[config.mk]
export PLATFORM = sky130hd
export DESIGN_NAME = core
export DESIGN_NICKNAME = d
export VERILOG_FILES = /design/src/core_pkg.sv /design/src/commit.sv /design/src/core.sv /design/src/decode.sv /design/src/execute.sv /design/src/fetch.sv /design/src/pipe_reg.sv
export SDC_FILE = /design/constraint.sdc
export NUM_CORES = 2
export LEC_CHECK = 0
export ABC_AREA = 0
export BUFFER_PORTS_ARGS = -buffer_cell sky130_fd_sc_hd__buf_4
export CORE_MARGIN = 2
export CORE_UTILIZATION = 40
export CTS_CLUSTER_DIAMETER = 200
export DETAILED_ROUTE_END_ITERATION = 8
export PLACE_DENSITY = 0.6
export SLEW_MARGIN = 10
export SYNTH_ARGS = -nofsm -noshare
export SYNTH_HDL_FRONTEND = slang
export SYNTH_SLANG_ARGS = --single-unit
[constraint.sdc]
create_clock -name clk -period 6 [get_ports clk]
set_clock_uncertainty 0.2 [all_clocks]
set_input_delay 1.5 -clock clk [delete_from_list [all_inputs] [get_ports clk]]
set_output_delay 1.5 -clock clk [all_outputs]
set_load 0.1 [all_outputs]
[src/core_pkg.sv]
// Core package
// RV32I subset constants, widths and the packed packets that move
// between the pipeline stages

package core_pkg;

    // ------------------------------
    // Widths
    // ------------------------------
    localparam int XLEN     = 32;
    localparam int NUM_REGS = 32;
    localparam int REG_BITS = 5;

    // ------------------------------
    // ISA encodings
    // ------------------------------
    // Major opcodes of the supported subset
    localparam logic [6:0] OPC_OP     = 7'b0110011;
    localparam logic [6:0] OPC_OP_IMM = 7'b0010011;
    localparam logic [6:0] OPC_LUI    = 7'b0110111;
    localparam logic [6:0] OPC_STORE  = 7'b0100011;

    // funct3 values shared by register and immediate forms
    localparam logic [2:0] F3_ADD_SUB = 3'b000;
    localparam logic [2:0] F3_XOR     = 3'b100;
    localparam logic [2:0] F3_OR      = 3'b110;
    localparam logic [2:0] F3_AND     = 3'b111;

    // Instruction bit that turns ADD into SUB
    localparam int F7_SUB_BIT = 30;

    // ALU operations, pass-B carries the LUI immediate
    typedef enum logic [2:0] {
        ALU_ADD,
        ALU_SUB,
        ALU_AND,
        ALU_OR,
        ALU_XOR,
        ALU_PASS_B
    } alu_op_e;

    // ------------------------------
    // Stage packets
    // ------------------------------
    // Fetch to decode
    typedef struct packed {
        logic [XLEN-1:0] pc;
        logic [XLEN-1:0] inst;
    } fetch_packet_t;

    // Decode to execute
    typedef struct packed {
        alu_op_e             alu_op;
        logic [REG_BITS-1:0] rd;
        logic [REG_BITS-1:0] rs1;
        logic [REG_BITS-1:0] rs2;
        logic [XLEN-1:0]     imm;
        logic                use_imm;
        logic                writes_rd;
        logic                is_store;
    } instruction_t;

    // Execute to commit
    typedef struct packed {
        logic [REG_BITS-1:0] rd;
        logic                writes_rd;
        logic [XLEN-1:0]     result;
        logic                is_store;
        logic [XLEN-1:0]     store_addr;
        logic [XLEN-1:0]     store_data;
    } writeback_packet_t;

    // Data memory store request
    typedef struct packed {
        logic [XLEN-1:0] addr;
        logic [XLEN-1:0] data;
    } store_req_t;

endpackage

[src/commit.sv]
// Commit stage
// Architectural register file, result writeback and the store port
// toward data memory

`timescale 1ns/10ps

module commit (
    input  logic                           clk,
    input  logic                           rst_n,
    // From execute stage register
    input  logic                           in_val,
    output logic                           in_rdy,
    input  core_pkg::writeback_packet_t    in_packet,
    // Read ports for execute
    input  logic [core_pkg::REG_BITS-1:0]  rs1_idx,
    input  logic [core_pkg::REG_BITS-1:0]  rs2_idx,
    output logic [core_pkg::XLEN-1:0]      rs1_data,
    output logic [core_pkg::XLEN-1:0]      rs2_data,
    // Data memory request
    input  logic                           dmem_req_rdy,
    output logic                           dmem_req_val,
    output core_pkg::store_req_t           dmem_req_packet
);
    import core_pkg::*;

    logic [XLEN-1:0] regs [NUM_REGS];
    logic            store;
    logic            retire;

    // x0 reads as zero
    assign rs1_data = (rs1_idx == '0) ? '0 : regs[rs1_idx];
    assign rs2_data = (rs2_idx == '0) ? '0 : regs[rs2_idx];

    // Stores wait for data memory, everything else retires at once
    assign store           = in_val && in_packet.is_store;
    assign dmem_req_val    = store;
    assign dmem_req_packet = '{addr: in_packet.store_addr, data: in_packet.store_data};
    assign in_rdy          = !store || dmem_req_rdy;
    assign retire          = in_val && in_rdy;

    // Registers start at zero like the ISA reset state
    always_ff @(posedge clk or negedge rst_n) begin
        if (!rst_n) begin
            for (int i = 0; i < NUM_REGS; i++) begin
                regs[i] <= '0;
            end
        end else if (retire && in_packet.writes_rd && (in_packet.rd != '0)) begin
            regs[in_packet.rd] <= in_packet.result;
        end
    end

endmodule

[src/core.sv]
// Core top level
// Fetch, decode, execute and commit joined by three stage registers

`timescale 1ns/10ps

module core (
    input  logic                       clk,
    input  logic                       rst_n,
    // Instruction memory
    input  logic                       imem_req_rdy,
    output logic                       imem_req_val,
    output logic [core_pkg::XLEN-1:0]  imem_req_packet,
    output logic                       imem_rec_rdy,
    input  logic                       imem_rec_val,
    input  logic [core_pkg::XLEN-1:0]  imem_rec_packet,
    // Data memory stores
    input  logic                       dmem_req_rdy,
    output logic                       dmem_req_val,
    output core_pkg::store_req_t       dmem_req_packet
);
    import core_pkg::*;

    // ------------------------------
    // Fetch
    // ------------------------------
    logic              fetch_val;
    logic              fetch_rdy;
    fetch_packet_t     fetch_pkt;
    logic              fq_val;
    logic              fq_rdy;
    fetch_packet_t     fq_pkt;

    fetch fetch_stage (
        .clk(clk), .rst_n(rst_n),
        .imem_req_rdy(imem_req_rdy), .imem_req_val(imem_req_val),
        .imem_req_packet(imem_req_packet),
        .imem_rec_rdy(imem_rec_rdy), .imem_rec_val(imem_rec_val),
        .imem_rec_packet(imem_rec_packet),
        .out_val(fetch_val), .out_rdy(fetch_rdy), .out_packet(fetch_pkt)
    );

    pipe_reg #(.payload_t(fetch_packet_t)) fetch_q (
        .clk(clk), .rst_n(rst_n),
        .in_val(fetch_val), .in_rdy(fetch_rdy), .in_data(fetch_pkt),
        .out_val(fq_val), .out_rdy(fq_rdy), .out_data(fq_pkt)
    );

    // ------------------------------
    // Decode
    // ------------------------------
    instruction_t      dec_inst;
    logic              dq_val;
    logic              dq_rdy;
    instruction_t      dq_inst;

    decode decode_stage (.in_packet(fq_pkt), .out_inst(dec_inst));

    pipe_reg #(.payload_t(instruction_t)) decode_q (
        .clk(clk), .rst_n(rst_n),
        .in_val(fq_val), .in_rdy(fq_rdy), .in_data(dec_inst),
        .out_val(dq_val), .out_rdy(dq_rdy), .out_data(dq_inst)
    );

    // ------------------------------
    // Execute
    // ------------------------------
    logic [REG_BITS-1:0] rs1_idx;
    logic [REG_BITS-1:0] rs2_idx;
    logic [XLEN-1:0]     rs1_data;
    logic [XLEN-1:0]     rs2_data;
    writeback_packet_t   exec_result;
    logic                xq_val;
    logic                xq_rdy;
    writeback_packet_t   xq_pkt;

    // Forwarding source is the packet now at commit
    execute execute_stage (
        .inst(dq_inst),
        .rs1_idx(rs1_idx), .rs2_idx(rs2_idx),
        .rs1_data(rs1_data), .rs2_data(rs2_data),
        .fwd_packet(xq_pkt), .fwd_val(xq_val),
        .result(exec_result)
    );

    pipe_reg #(.payload_t(writeback_packet_t)) exec_q (
        .clk(clk), .rst_n(rst_n),
        .in_val(dq_val), .in_rdy(dq_rdy), .in_data(exec_result),
        .out_val(xq_val), .out_rdy(xq_rdy), .out_data(xq_pkt)
    );

    // ------------------------------
    // Commit
    // ------------------------------
    commit commit_stage (
        .clk(clk), .rst_n(rst_n),
        .in_val(xq_val), .in_rdy(xq_rdy), .in_packet(xq_pkt),
        .rs1_idx(rs1_idx), .rs2_idx(rs2_idx),
        .rs1_data(rs1_data), .rs2_data(rs2_data),
        .dmem_req_rdy(dmem_req_rdy), .dmem_req_val(dmem_req_val),
        .dmem_req_packet(dmem_req_packet)
    );

endmodule

[src/decode.sv]
// Decode stage
// Turns an RV32I subset instruction into a micro-op with its immediate
// Anything outside the subset decodes to a no-op

`timescale 1ns/10ps

module decode (
    input  core_pkg::fetch_packet_t in_packet,
    output core_pkg::instruction_t  out_inst
);
    import core_pkg::*;

    logic [XLEN-1:0] inst;
    logic [6:0]      opcode;
    logic [2:0]      funct3;
    logic [XLEN-1:0] imm_i;
    logic [XLEN-1:0] imm_s;
    logic [XLEN-1:0] imm_u;
    alu_op_e         f3_op;
    logic            f3_ok;

    assign inst   = in_packet.inst;
    assign opcode = inst[6:0];
    assign funct3 = inst[14:12];

    // Sign-extended I and S immediates
    assign imm_i = {{20{inst[31]}}, inst[31:20]};
    assign imm_s = {{20{inst[31]}}, inst[31:25], inst[11:7]};
    // Upper immediate
    assign imm_u = {inst[31:12], 12'b0};

    // funct3 to ALU op
    always_comb begin
        f3_ok = 1'b1;
        case (funct3)
            F3_ADD_SUB: begin
                // SUB exists only in register form
                f3_op = (opcode == OPC_OP && inst[F7_SUB_BIT]) ? ALU_SUB : ALU_ADD;
            end
            F3_XOR:  f3_op = ALU_XOR;
            F3_OR:   f3_op = ALU_OR;
            F3_AND:  f3_op = ALU_AND;
            default: begin
                f3_op = ALU_ADD;
                f3_ok = 1'b0;
            end
        endcase
    end

    always_comb begin
        // No-op unless an opcode below matches
        out_inst        = '0;
        out_inst.alu_op = ALU_ADD;
        out_inst.rd     = inst[11:7];
        out_inst.rs1    = inst[19:15];
        out_inst.rs2    = inst[24:20];
        case (opcode)
            OPC_OP: begin
                out_inst.alu_op    = f3_op;
                out_inst.writes_rd = f3_ok;
            end
            OPC_OP_IMM: begin
                out_inst.alu_op    = f3_op;
                out_inst.imm       = imm_i;
                out_inst.use_imm   = 1'b1;
                out_inst.writes_rd = f3_ok;
            end
            OPC_LUI: begin
                out_inst.alu_op    = ALU_PASS_B;
                out_inst.rs1       = '0;
                out_inst.imm       = imm_u;
                out_inst.use_imm   = 1'b1;
                out_inst.writes_rd = 1'b1;
            end
            OPC_STORE: begin
                // Address is rs1 + imm through the ALU
                out_inst.imm      = imm_s;
                out_inst.use_imm  = 1'b1;
                out_inst.is_store = 1'b1;
            end
            default: ;
        endcase
        // x0 never becomes a destination, so it is never forwarded
        if (out_inst.rd == '0) begin
            out_inst.writes_rd = 1'b0;
        end
    end

endmodule

[src/execute.sv]
// Execute stage
// Operand select with forwarding from the commit packet, the ALU,
// and store address and data generation

`timescale 1ns/10ps

module execute (
    input  core_pkg::instruction_t         inst,
    // Register file read
    output logic [core_pkg::REG_BITS-1:0]  rs1_idx,
    output logic [core_pkg::REG_BITS-1:0]  rs2_idx,
    input  logic [core_pkg::XLEN-1:0]      rs1_data,
    input  logic [core_pkg::XLEN-1:0]      rs2_data,
    // Packet waiting in commit
    input  core_pkg::writeback_packet_t    fwd_packet,
    input  logic                           fwd_val,
    // To commit
    output core_pkg::writeback_packet_t    result
);
    import core_pkg::*;

    logic            fwd_rs1;
    logic            fwd_rs2;
    logic [XLEN-1:0] op_a;
    logic [XLEN-1:0] rs2_val;
    logic [XLEN-1:0] op_b;
    logic [XLEN-1:0] alu_out;

    assign rs1_idx = inst.rs1;
    assign rs2_idx = inst.rs2;

    // Commit writes this cycle, so the register file is still stale
    assign fwd_rs1 = fwd_val && fwd_packet.writes_rd && (fwd_packet.rd == inst.rs1);
    assign fwd_rs2 = fwd_val && fwd_packet.writes_rd && (fwd_packet.rd == inst.rs2);

    assign op_a    = fwd_rs1 ? fwd_packet.result : rs1_data;
    assign rs2_val = fwd_rs2 ? fwd_packet.result : rs2_data;
    assign op_b    = inst.use_imm ? inst.imm : rs2_val;

    // ------------------------------
    // ALU
    // ------------------------------
    always_comb begin
        case (inst.alu_op)
            ALU_ADD:    alu_out = op_a + op_b;
            ALU_SUB:    alu_out = op_a - op_b;
            ALU_AND:    alu_out = op_a & op_b;
            ALU_OR:     alu_out = op_a | op_b;
            ALU_XOR:    alu_out = op_a ^ op_b;
            ALU_PASS_B: alu_out = op_b;
            default:    alu_out = '0;
        endcase
    end

    // Stores reuse the adder for rs1 + imm and send rs2 as data
    assign result = '{
        rd:         inst.rd,
        writes_rd:  inst.writes_rd,
        result:     alu_out,
        is_store:   inst.is_store,
        store_addr: alu_out,
        store_data: rs2_val
    };

endmodule

[src/fetch.sv]
// Fetch stage
// Sequential PC, one outstanding instruction memory request,
// and pairing of each returned instruction with its PC

`timescale 1ns/10ps

module fetch (
    input  logic                       clk,
    input  logic                       rst_n,
    // Instruction memory request
    input  logic                       imem_req_rdy,
    output logic                       imem_req_val,
    output logic [core_pkg::XLEN-1:0]  imem_req_packet,
    // Instruction memory response
    output logic                       imem_rec_rdy,
    input  logic                       imem_rec_val,
    input  logic [core_pkg::XLEN-1:0]  imem_rec_packet,
    // To decode
    output logic                       out_val,
    input  logic                       out_rdy,
    output core_pkg::fetch_packet_t    out_packet
);
    import core_pkg::*;

    logic [XLEN-1:0] pc;
    logic [XLEN-1:0] req_pc;
    logic            pending;
    logic            running;
    logic            req_fire;
    logic            rec_fire;

    // No new request while a response is still due
    assign imem_req_val    = running && !pending;
    assign imem_req_packet = pc;
    assign req_fire        = imem_req_val && imem_req_rdy;

    // Response goes straight into the fetch stage register
    assign imem_rec_rdy = out_rdy;
    assign out_val      = imem_rec_val && pending;
    assign rec_fire     = out_val && imem_rec_rdy;
    assign out_packet   = '{pc: req_pc, inst: imem_rec_packet};

    always_ff @(posedge clk or negedge rst_n) begin
        if (!rst_n) begin
            running <= 1'b0;
            pending <= 1'b0;
            pc      <= '0;
        end else begin
            // Starts requesting one cycle out of reset
            running <= 1'b1;
            if (req_fire) begin
                pc      <= pc + XLEN'(4);
                pending <= 1'b1;
            end else if (rec_fire) begin
                pending <= 1'b0;
            end
        end
    end

    // PC of the request in flight
    always_ff @(posedge clk) begin
        if (req_fire) begin
            req_pc <= pc;
        end
    end

endmodule

[src/pipe_reg.sv]
// Pipeline stage register
// One-entry rdy/val buffer, the payload type is set per instance

`timescale 1ns/10ps

module pipe_reg #(
    parameter type payload_t = logic [31:0]
) (
    input  logic     clk,
    input  logic     rst_n,
    // Upstream side
    input  logic     in_val,
    output logic     in_rdy,
    input  payload_t in_data,
    // Downstream side
    output logic     out_val,
    input  logic     out_rdy,
    output payload_t out_data
);

    // Accept when empty or when the held entry leaves this cycle
    assign in_rdy = !out_val || out_rdy;

    always_ff @(posedge clk or negedge rst_n) begin
        if (!rst_n) begin
            out_val <= 1'b0;
        end else if (in_rdy) begin
            out_val <= in_val;
        end
    end

    // Payload only moves on an input transfer
    always_ff @(posedge clk) begin
        if (in_val && in_rdy) begin
            out_data <= in_data;
        end
    end

endmodule

---- Yosys cells after proc, flatten, opt, wreduce, memory -nomap -nowiden ----
Cells that the tools add are included.
cells by class
  add/sub/neg operators ................... 3
  order comparisons ....................... 4
  eq/ne operators ......................... 14
  muxes and demuxes ....................... 24
  bitwise gates (word level) .............. 6
  reduce and logical (&&, ||, !) cells .... 33
operators by type and width
  cell                                                                    number
  1024-bit bitwise mux                                                    1
  32-bit binary-select mux with 5-bit select                              2
  32-bit 2-to-1 mux                                                       10
  32-bit case mux with 6 select lines                                     1
  32-bit demux with 5-bit select                                          1
  33-bit case mux with 3 select lines                                     1
  32-bit by 3-bit adder with 32-bit output (second input constant)        1
  32-bit adder                                                            1
  32-bit bitwise AND                                                      1
  32-bit OR                                                               1
  32-bit subtractor                                                       1
  32-bit bitwise XOR                                                      1
  7-bit by 6-bit equality test with 1-bit output (second input constant)  3
  6-bit >= comparator (second input constant)                             3
  5-bit NOT with 6-bit output                                             3
  3-bit equality test (second input constant)                             5
  1-bit logical AND                                                       15
  5-bit zero test                                                         3
  3-bit case mux with 4 select lines                                      1
  5-bit equality test                                                     2
  7-bit by 5-bit equality test with 1-bit output (second input constant)  1
  3-bit by 2-bit equality test with 1-bit output (second input constant)  2
  3-bit zero test                                                         2
  6-bit by 1-bit < comparator with 1-bit output (second input constant)   1
  10 further kinds                                                        21
word-level totals
  register bits after elaboration ......... 1217
  input bits .............................. 37
  output and inout port bits .............. 99
  logic and storage cells ................. 136

---- Logic depth before layout (Yosys ltp) ----
  depth after elaboration ................. 9
  depth in mapped cells ................... 28
  gate-level depth less buffers ........... 25

---- Modules after synthesis ----
From an unflattened synthesis, not the netlist that was laid out.
unflattened totals
  cells, all modules ...................... 5158
  area, all modules ....................... 71737.6 µm²
modules (own cells, without submodules)
  module                times used  cells each  area an instance (µm²)  sequential area each (µm²)
  commit                1           3688        55369.4                 25624.6
  execute               1           928         6211.0                  0.0
  pipe_reg at exec_q    1           107         3146.8                  3118.0
  fetch                 1           198         2667.6                  1701.6
  pipe_reg at fetch_q   1           68          1975.6                  1946.9
  pipe_reg at decode_q  1           57          1645.3                  1616.6
  decode                1           112         721.9                   0.0

---- Worst setup path before layout ----
OpenSTA, ideal clock, no wires.
  path type ............................... reg2reg
  from .................................... register decode_q.out_data[40] (netlist name)
  to ...................................... register exec_q.out_data[81] (netlist name), data pin
  setup time .............................. 276 ps
  data arrival time ....................... 5864 ps
  required time ........................... 5524 ps
  setup slack ............................. -340 ps
  cell stages (with the launch flop) ...... 26
  buffers on the path ..................... 6
  period minus slack after synthesis ...... 6340 ps
  cell sequence ........................... edfxtp_1 -> clkbuf_1 -> buf_2 -> buf_2 -> buf_2 -> buf_1 -> buf_1 -> mux2i_1 -> a21oi_1 -> a22oi_1 -> o211ai_1 -> a32oi_1 -> ha_1 -> inv_1 -> fa_1 -> a21o_1 -> a21o_1 -> a211oi_1 -> o21ai_0 -> a2111oi_0 -> o21bai_1 -> a21oi_1 -> inv_1 -> a21oi_1 -> mux2i_1 -> o211ai_1
between the ends
  longest elaborated chain between the ends .. 8
  elaborated cells on any way between the ends .. 15
  those cells by class .................... add/sub (2); eq/ne (1); mux (6); bitwise (4); reduce/logical (2)
RTL lines
  element                                                line            RTL
  from (decl)                                            pipe_reg.sv:18  output payload_t out_data
  from (signal assigned)                                 pipe_reg.sv:35  out_data <= in_data;
  5-bit NOT with 6-bit output (not written as such)      commit.sv:31    assign rs1_data = (rs1_idx == '0) ? '0 : regs[rs1_idx];
  32-bit binary-select mux with 5-bit select             commit.sv:31
  32-bit 2-to-1 mux (not written as such) (2 in series)  commit.sv:31
  32-bit 2-to-1 mux                                      commit.sv:31
  32-bit 2-to-1 mux *                                    execute.sv:36   assign op_a = fwd_rs1 ? fwd_packet.result : rs1_data;
  32-bit subtractor, or another cell as far along        execute.sv:46   ALU_SUB: alu_out = op_a - op_b;
  32-bit case mux with 6 select lines *                  execute.sv:44   case (inst.alu_op)
  to (signal assigned)                                   pipe_reg.sv:35
  to (decl)                                              pipe_reg.sv:18
Mark *: on every way between the ends. The rest lies on a longest branch, timed or not. The select of a mux whose other input is x is not followed.
A chain may end at the register's enable or synchronous reset.

---- Final worst setup path ----
  from .................................... register decode_q.out_data[35] (netlist name)
  to ...................................... register exec_q.out_data[96] (netlist name), data pin
between the ends
  longest elaborated chain between the ends .. 9
  elaborated cells on any way between the ends .. 16
  those cells by class .................... add/sub (2); eq/ne (1); mux (7); bitwise (4); reduce/logical (2)
RTL lines
  element                                                line           RTL
  5-bit NOT with 6-bit output (not written as such)      commit.sv:32   assign rs2_data = (rs2_idx == '0) ? '0 : regs[rs2_idx];
  32-bit binary-select mux with 5-bit select             commit.sv:32
  32-bit 2-to-1 mux (not written as such) (2 in series)  commit.sv:32
  32-bit 2-to-1 mux                                      commit.sv:32
  32-bit 2-to-1 mux *                                    execute.sv:37  assign rs2_val = fwd_rs2 ? fwd_packet.result : rs2_data;
  32-bit 2-to-1 mux *                                    execute.sv:38  assign op_b = inst.use_imm ? inst.imm : rs2_val;
  32-bit subtractor, or another cell as far along        execute.sv:46
  32-bit case mux with 6 select lines *                  execute.sv:44
Marked as above.

==> metrics.txt <==
# TYPE chip_impl_metric gauge
chip_impl_info{name="rsz0062_at_grt",value="yes"} 1
chip_impl_metric{name="final-max-slew-violation-count",unit=""} 0
chip_impl_metric{name="first_global_vias",unit=""} 48000
chip_impl_metric{name="path_clk_slew",unit="ps"} 70
chip_impl_metric{name="hold_violations",unit=""} 0
chip_impl_metric{name="syn-mean-instance-area",unit="sq um"} 13.2
chip_impl_info{name="worstSetupStartpointType",value="flop"} 1
chip_impl_metric{name="die_area",unit="sq um"} 171000
chip_impl_metric{name="share_of_yosys_cell_area_claimed_by_the_top_area_cell_type",unit=""} 0.394
chip_impl_metric{name="final.fill_count",unit=""} 14800
chip_impl_metric{name="buffer_ports.inserted",unit=""} 133
chip_impl_info{name="outcome",value="finished, violations left"} 1
chip_impl_metric{name="firstDrtPassIters",unit=""} 8
chip_impl_metric{name="totalNegativeSetupSlack",unit="ps"} -9.91
chip_impl_metric{name="finalWorstPathRequiredPeriod",unit="ps"} 6010
chip_impl_metric{name="max_cap_violations",unit=""} 0
chip_impl_info{name="crit_path_frequent_cell",value="a21o_1"} 1
chip_impl_metric{name="place_worst_setup_slack",unit="ps"} -271
chip_impl_info{name="synth.most_common_cell",value="mux2_2"} 1
chip_impl_metric{name="cpPeakStageDelay",unit="ps"} 480
chip_impl_info{name="synth_area_leader_cell",value="dfrtp_1"} 1
chip_impl_metric{name="peakVddDrop",unit="mV"} 0.301
chip_impl_metric{name="arrival",unit="ps"} 6340
chip_impl_info{name="worstHoldStart",value="commit_stage.regs[1020]"} 1
chip_impl_metric{name="core_region_area",unit="sq um"} 167000
chip_impl_metric{name="number_of_standard_cells_in_the_layout_taps_in_and_fillers_out",unit=""} 7697
chip_impl_metric{name="slew_at_the_pin_closest_to_its_max_slew_limit",unit="ps"} 1190
chip_impl_metric{name="syn_inst",unit=""} 5106
chip_impl_metric{name="max_slew_margin",unit=""} 0.203
chip_impl_metric{name="drc_errors",unit=""} 0
chip_impl_metric{name="numClockSinks",unit=""} 1215
chip_impl_metric{name="timing.final.ws_setup",unit="ps"} -9.91
chip_impl_metric{name="htree_levels",unit=""} 4
chip_impl_metric{name="max_fo_critical_path",unit=""} 7
chip_impl_metric{name="die_w",unit="um"} 414
chip_impl_info{name="worstSetupEndpointType",value="flop"} 1
chip_impl_info{name="timing.rr.end",value="exec_q.out_data[96]"} 1
chip_impl_info{name="post_synth_most_frequent_cells",value="mux2_2 (1063), dfrtp_1 (1059), clkbuf_1 (365), mux4_2 (352), mux2i_1 (314)"} 1
chip_impl_metric{name="clkLatencyLatePin",unit="ps"} 800
chip_impl_metric{name="post_route_cells_drive_above_1_share",unit=""} 0.449
chip_impl_info{name="yosys-top-cells-area",value="dfrtp_1 (39%), mux2_2 (18%), mux4_2 (12%), edfxtp_1 (7.0%), mux2i_1 (4.7%)"} 1
chip_impl_metric{name="yosys_warnings",unit=""} 0
chip_impl_metric{name="die_h",unit="um"} 414
chip_impl_metric{name="report.final.setup_viol",unit=""} 1
chip_impl_metric{name="area_growth_synth_to_finish",unit="%"} 17.6
chip_impl_metric{name="boundaryPins",unit=""} 136
chip_impl_info{name="hold-path-endpoint",value="commit_stage.regs[1020]"} 1
chip_impl_metric{name="starting_utilization_of_the_core_area",unit=""} 0.403
chip_impl_info{name="cts_root_buf",value="clkbuf_16"} 1
chip_impl_info{name="failed_checks",value="negative setup slack"} 1
chip_impl_metric{name="leakage",unit="nW"} 36.0
chip_impl_metric{name="number_of_enable_type_register_cells_in_the_synthesized_netlist",unit=""} 156
chip_impl_metric{name="critical_path_required",unit="ps"} 6330
chip_impl_metric{name="period_utilisation_layout",unit=""} 1.00
chip_impl_metric{name="achievable-frequency",unit="MHz"} 166
chip_impl_metric{name="seq_total_area_yosys",unit=""} 0.464
chip_impl_metric{name="numPlacedInstances",unit=""} 7380
chip_impl_metric{name="whs_path_depth",unit=""} 0
chip_impl_metric{name="grt_pass1_wl",unit="um"} 343000
chip_impl_metric{name="synth_async_sr_flop_share",unit=""} 0.872
chip_impl_metric{name="postSynthRegisterBits",unit=""} 1215
chip_impl_metric{name="powerDensity",unit="nW/um^2"} 269
chip_impl_metric{name="design.final.nets",unit=""} 5517
chip_impl_metric{name="detailedPlacementHpwl",unit="um"} 149000
chip_impl_metric{name="drt_iter0_drc",unit=""} 4727
chip_impl_metric{name="numCtsBuffers",unit=""} 132
chip_impl_info{name="synth-main-ff-cell",value="dfrtp_1"} 1
chip_impl_info{name="crit_path_kind",value="reg2reg"} 1
chip_impl_metric{name="wl_per_cell",unit="um"} 31.1
chip_impl_metric{name="grt_max_degree",unit=""} 151
chip_impl_metric{name="drt-total-wl",unit="um"} 239000
chip_impl_metric{name="antenna_found_initial",unit=""} 5
chip_impl_metric{name="routed-via-count",unit=""} 47800
chip_impl_metric{name="worstRegToRegCells",unit=""} 28
chip_impl_metric{name="detail_route.vias_per_cell",unit=""} 6.21
chip_impl_metric{name="clock_tree.buffer_depth",unit=""} 3
chip_impl_metric{name="finalWeightedCongestion",unit=""} 0.978
chip_impl_info{name="critical_path.reg2reg.startpoint",value="decode_q.out_data[35]"} 1
chip_impl_info{name="clock_tree_from_tritoncts",value="done"} 1
chip_impl_metric{name="drtAntennaViolNets",unit=""} 0
chip_impl_metric{name="num_rows",unit=""} 150
chip_impl_metric{name="setup.reg_to_reg.worst_slack",unit="ps"} -10
chip_impl_metric{name="finalHoldWorstSlack",unit="ps"} 199
chip_impl_metric{name="count_of_unique_library_cells_instantiated_by_yosys",unit=""} 88
chip_impl_metric{name="groute.usage.overall",unit=""} 0.277
chip_impl_metric{name="post_synth_instance_area",unit="sq um"} 67200
chip_impl_metric{name="global_route.overflow_total",unit=""} 0
chip_impl_info{name="holdCritPathClass",value="reg2reg"} 1
chip_impl_info{name="cp_slowest_cell",value="mux4_2"} 1
==> area by class of cell <==
class	count	area, sq um	area share
multi-input cells	3252	34000	0.430
flip-flops and latches	1215	31200	0.395
repair buffers	689	6260	0.0791
clock buffers	184	3840	0.0486
well taps	2204	2760	0.0349
clock inverters	59	676	0.00855
inverters	92	350	0.00443
diodes	2	5.00	0.0000633
==> worst max-delay path by stage <==
stage	start	end	slack, ps	cells past startpoint
detailed placement	decode_q.out_data[35]	exec_q.out_data[96]	-270	29
global placement	decode_q.out_data[35]	exec_q.out_data[96]	-280	27
floorplan	decode_q.out_data[40]	exec_q.out_data[81]	40	21
finish	decode_q.out_data[35]	exec_q.out_data[96]	-10	28
global route	decode_q.out_data[35]	exec_q.out_data[96]	-210	27
CTS	decode_q.out_data[35]	exec_q.out_data[96]	-1	27
==> layer usage <==
layer  GRT usage  share of wire
met3      0.0519          0.080
met2       0.424           0.45
met5           0       0.000050
met4       0.150          0.059
met1       0.372           0.41
==> cell families after synthesis <==
family	share of synthesized area
other	0.000112
AOI/OAI and AO/OA	0.0814
DFF	0.464
adders and majority gates	0.0183
and+or+nand+nor	0.0388
xor gates and xnor gates	0.0120
muxes	0.343
buffers and inverters	0.0423
==> report_power, final <==
group          switching, mW  internal [mW]
combinational           1.97           1.47
sequential             0.368           8.84
clock                   3.60           5.02
==> worst max-delay path, delay by kind of cell, from the launching register on <==
family | cells | cell delay, ps
adders and majority gates | 1 | 310
muxes | 1 | 480
buffers and inverters | 6 | 830
DFF | 1 | 420
and+or+nand+nor | 5 | 800
AOI/OAI and AO/OA | 14 | 2570
xor gates and xnor gates | 1 | 130
==> state kept, by name, summed over array words and instances, names as in the netlist <==
register / cells
commit_stage.regs: 1024
decode_q.out_data: 53
exec_q.out_val: 1
fetch_stage.running: 1
fetch_stage.pending: 1
decode_q.out_val: 1
fetch_q.out_data: 32
fetch_q.out_val: 1
fetch_stage.imem_req_packet: 30
exec_q.out_data: 71
==> layout by cell type (no fill, tap or decap), types with 42 or more instances in the layout <==
master     count
o21ai_0      116
clkbuf_16    141
a21oi_1      133
ha_1          96
nand3_1       42
buf_4        600
nand2_1      124
buf_12        65
inv_1         86
nor2_1       137
mux2i_1      311
mux2_2      1062
a22oi_1       97
a221oi_1      81
mux4_2       352
edfxtp_1     156
o211ai_1      69
xnor2_1       67
dfrtp_1     1059
==> what timing repair did <==
item	CTS	global route
resized for setup	57	105
setup endpoints to repair	10	18
pin swaps	12	67
hold buffers	0	0
setup buffers	11	59
cloned	3	0
==> metrics by stage <==
stage                util  power (mW)  instance area, sq um
finish              0.473        21.3                 79000
global route        0.473        22.0                 79000
CTS                 0.468        21.3                 78200
detailed placement  0.438        12.6                 73200
global placement    0.438        12.6                 73200
floorplan               -        11.4                 67300
(Power assumes the default switching activity.)
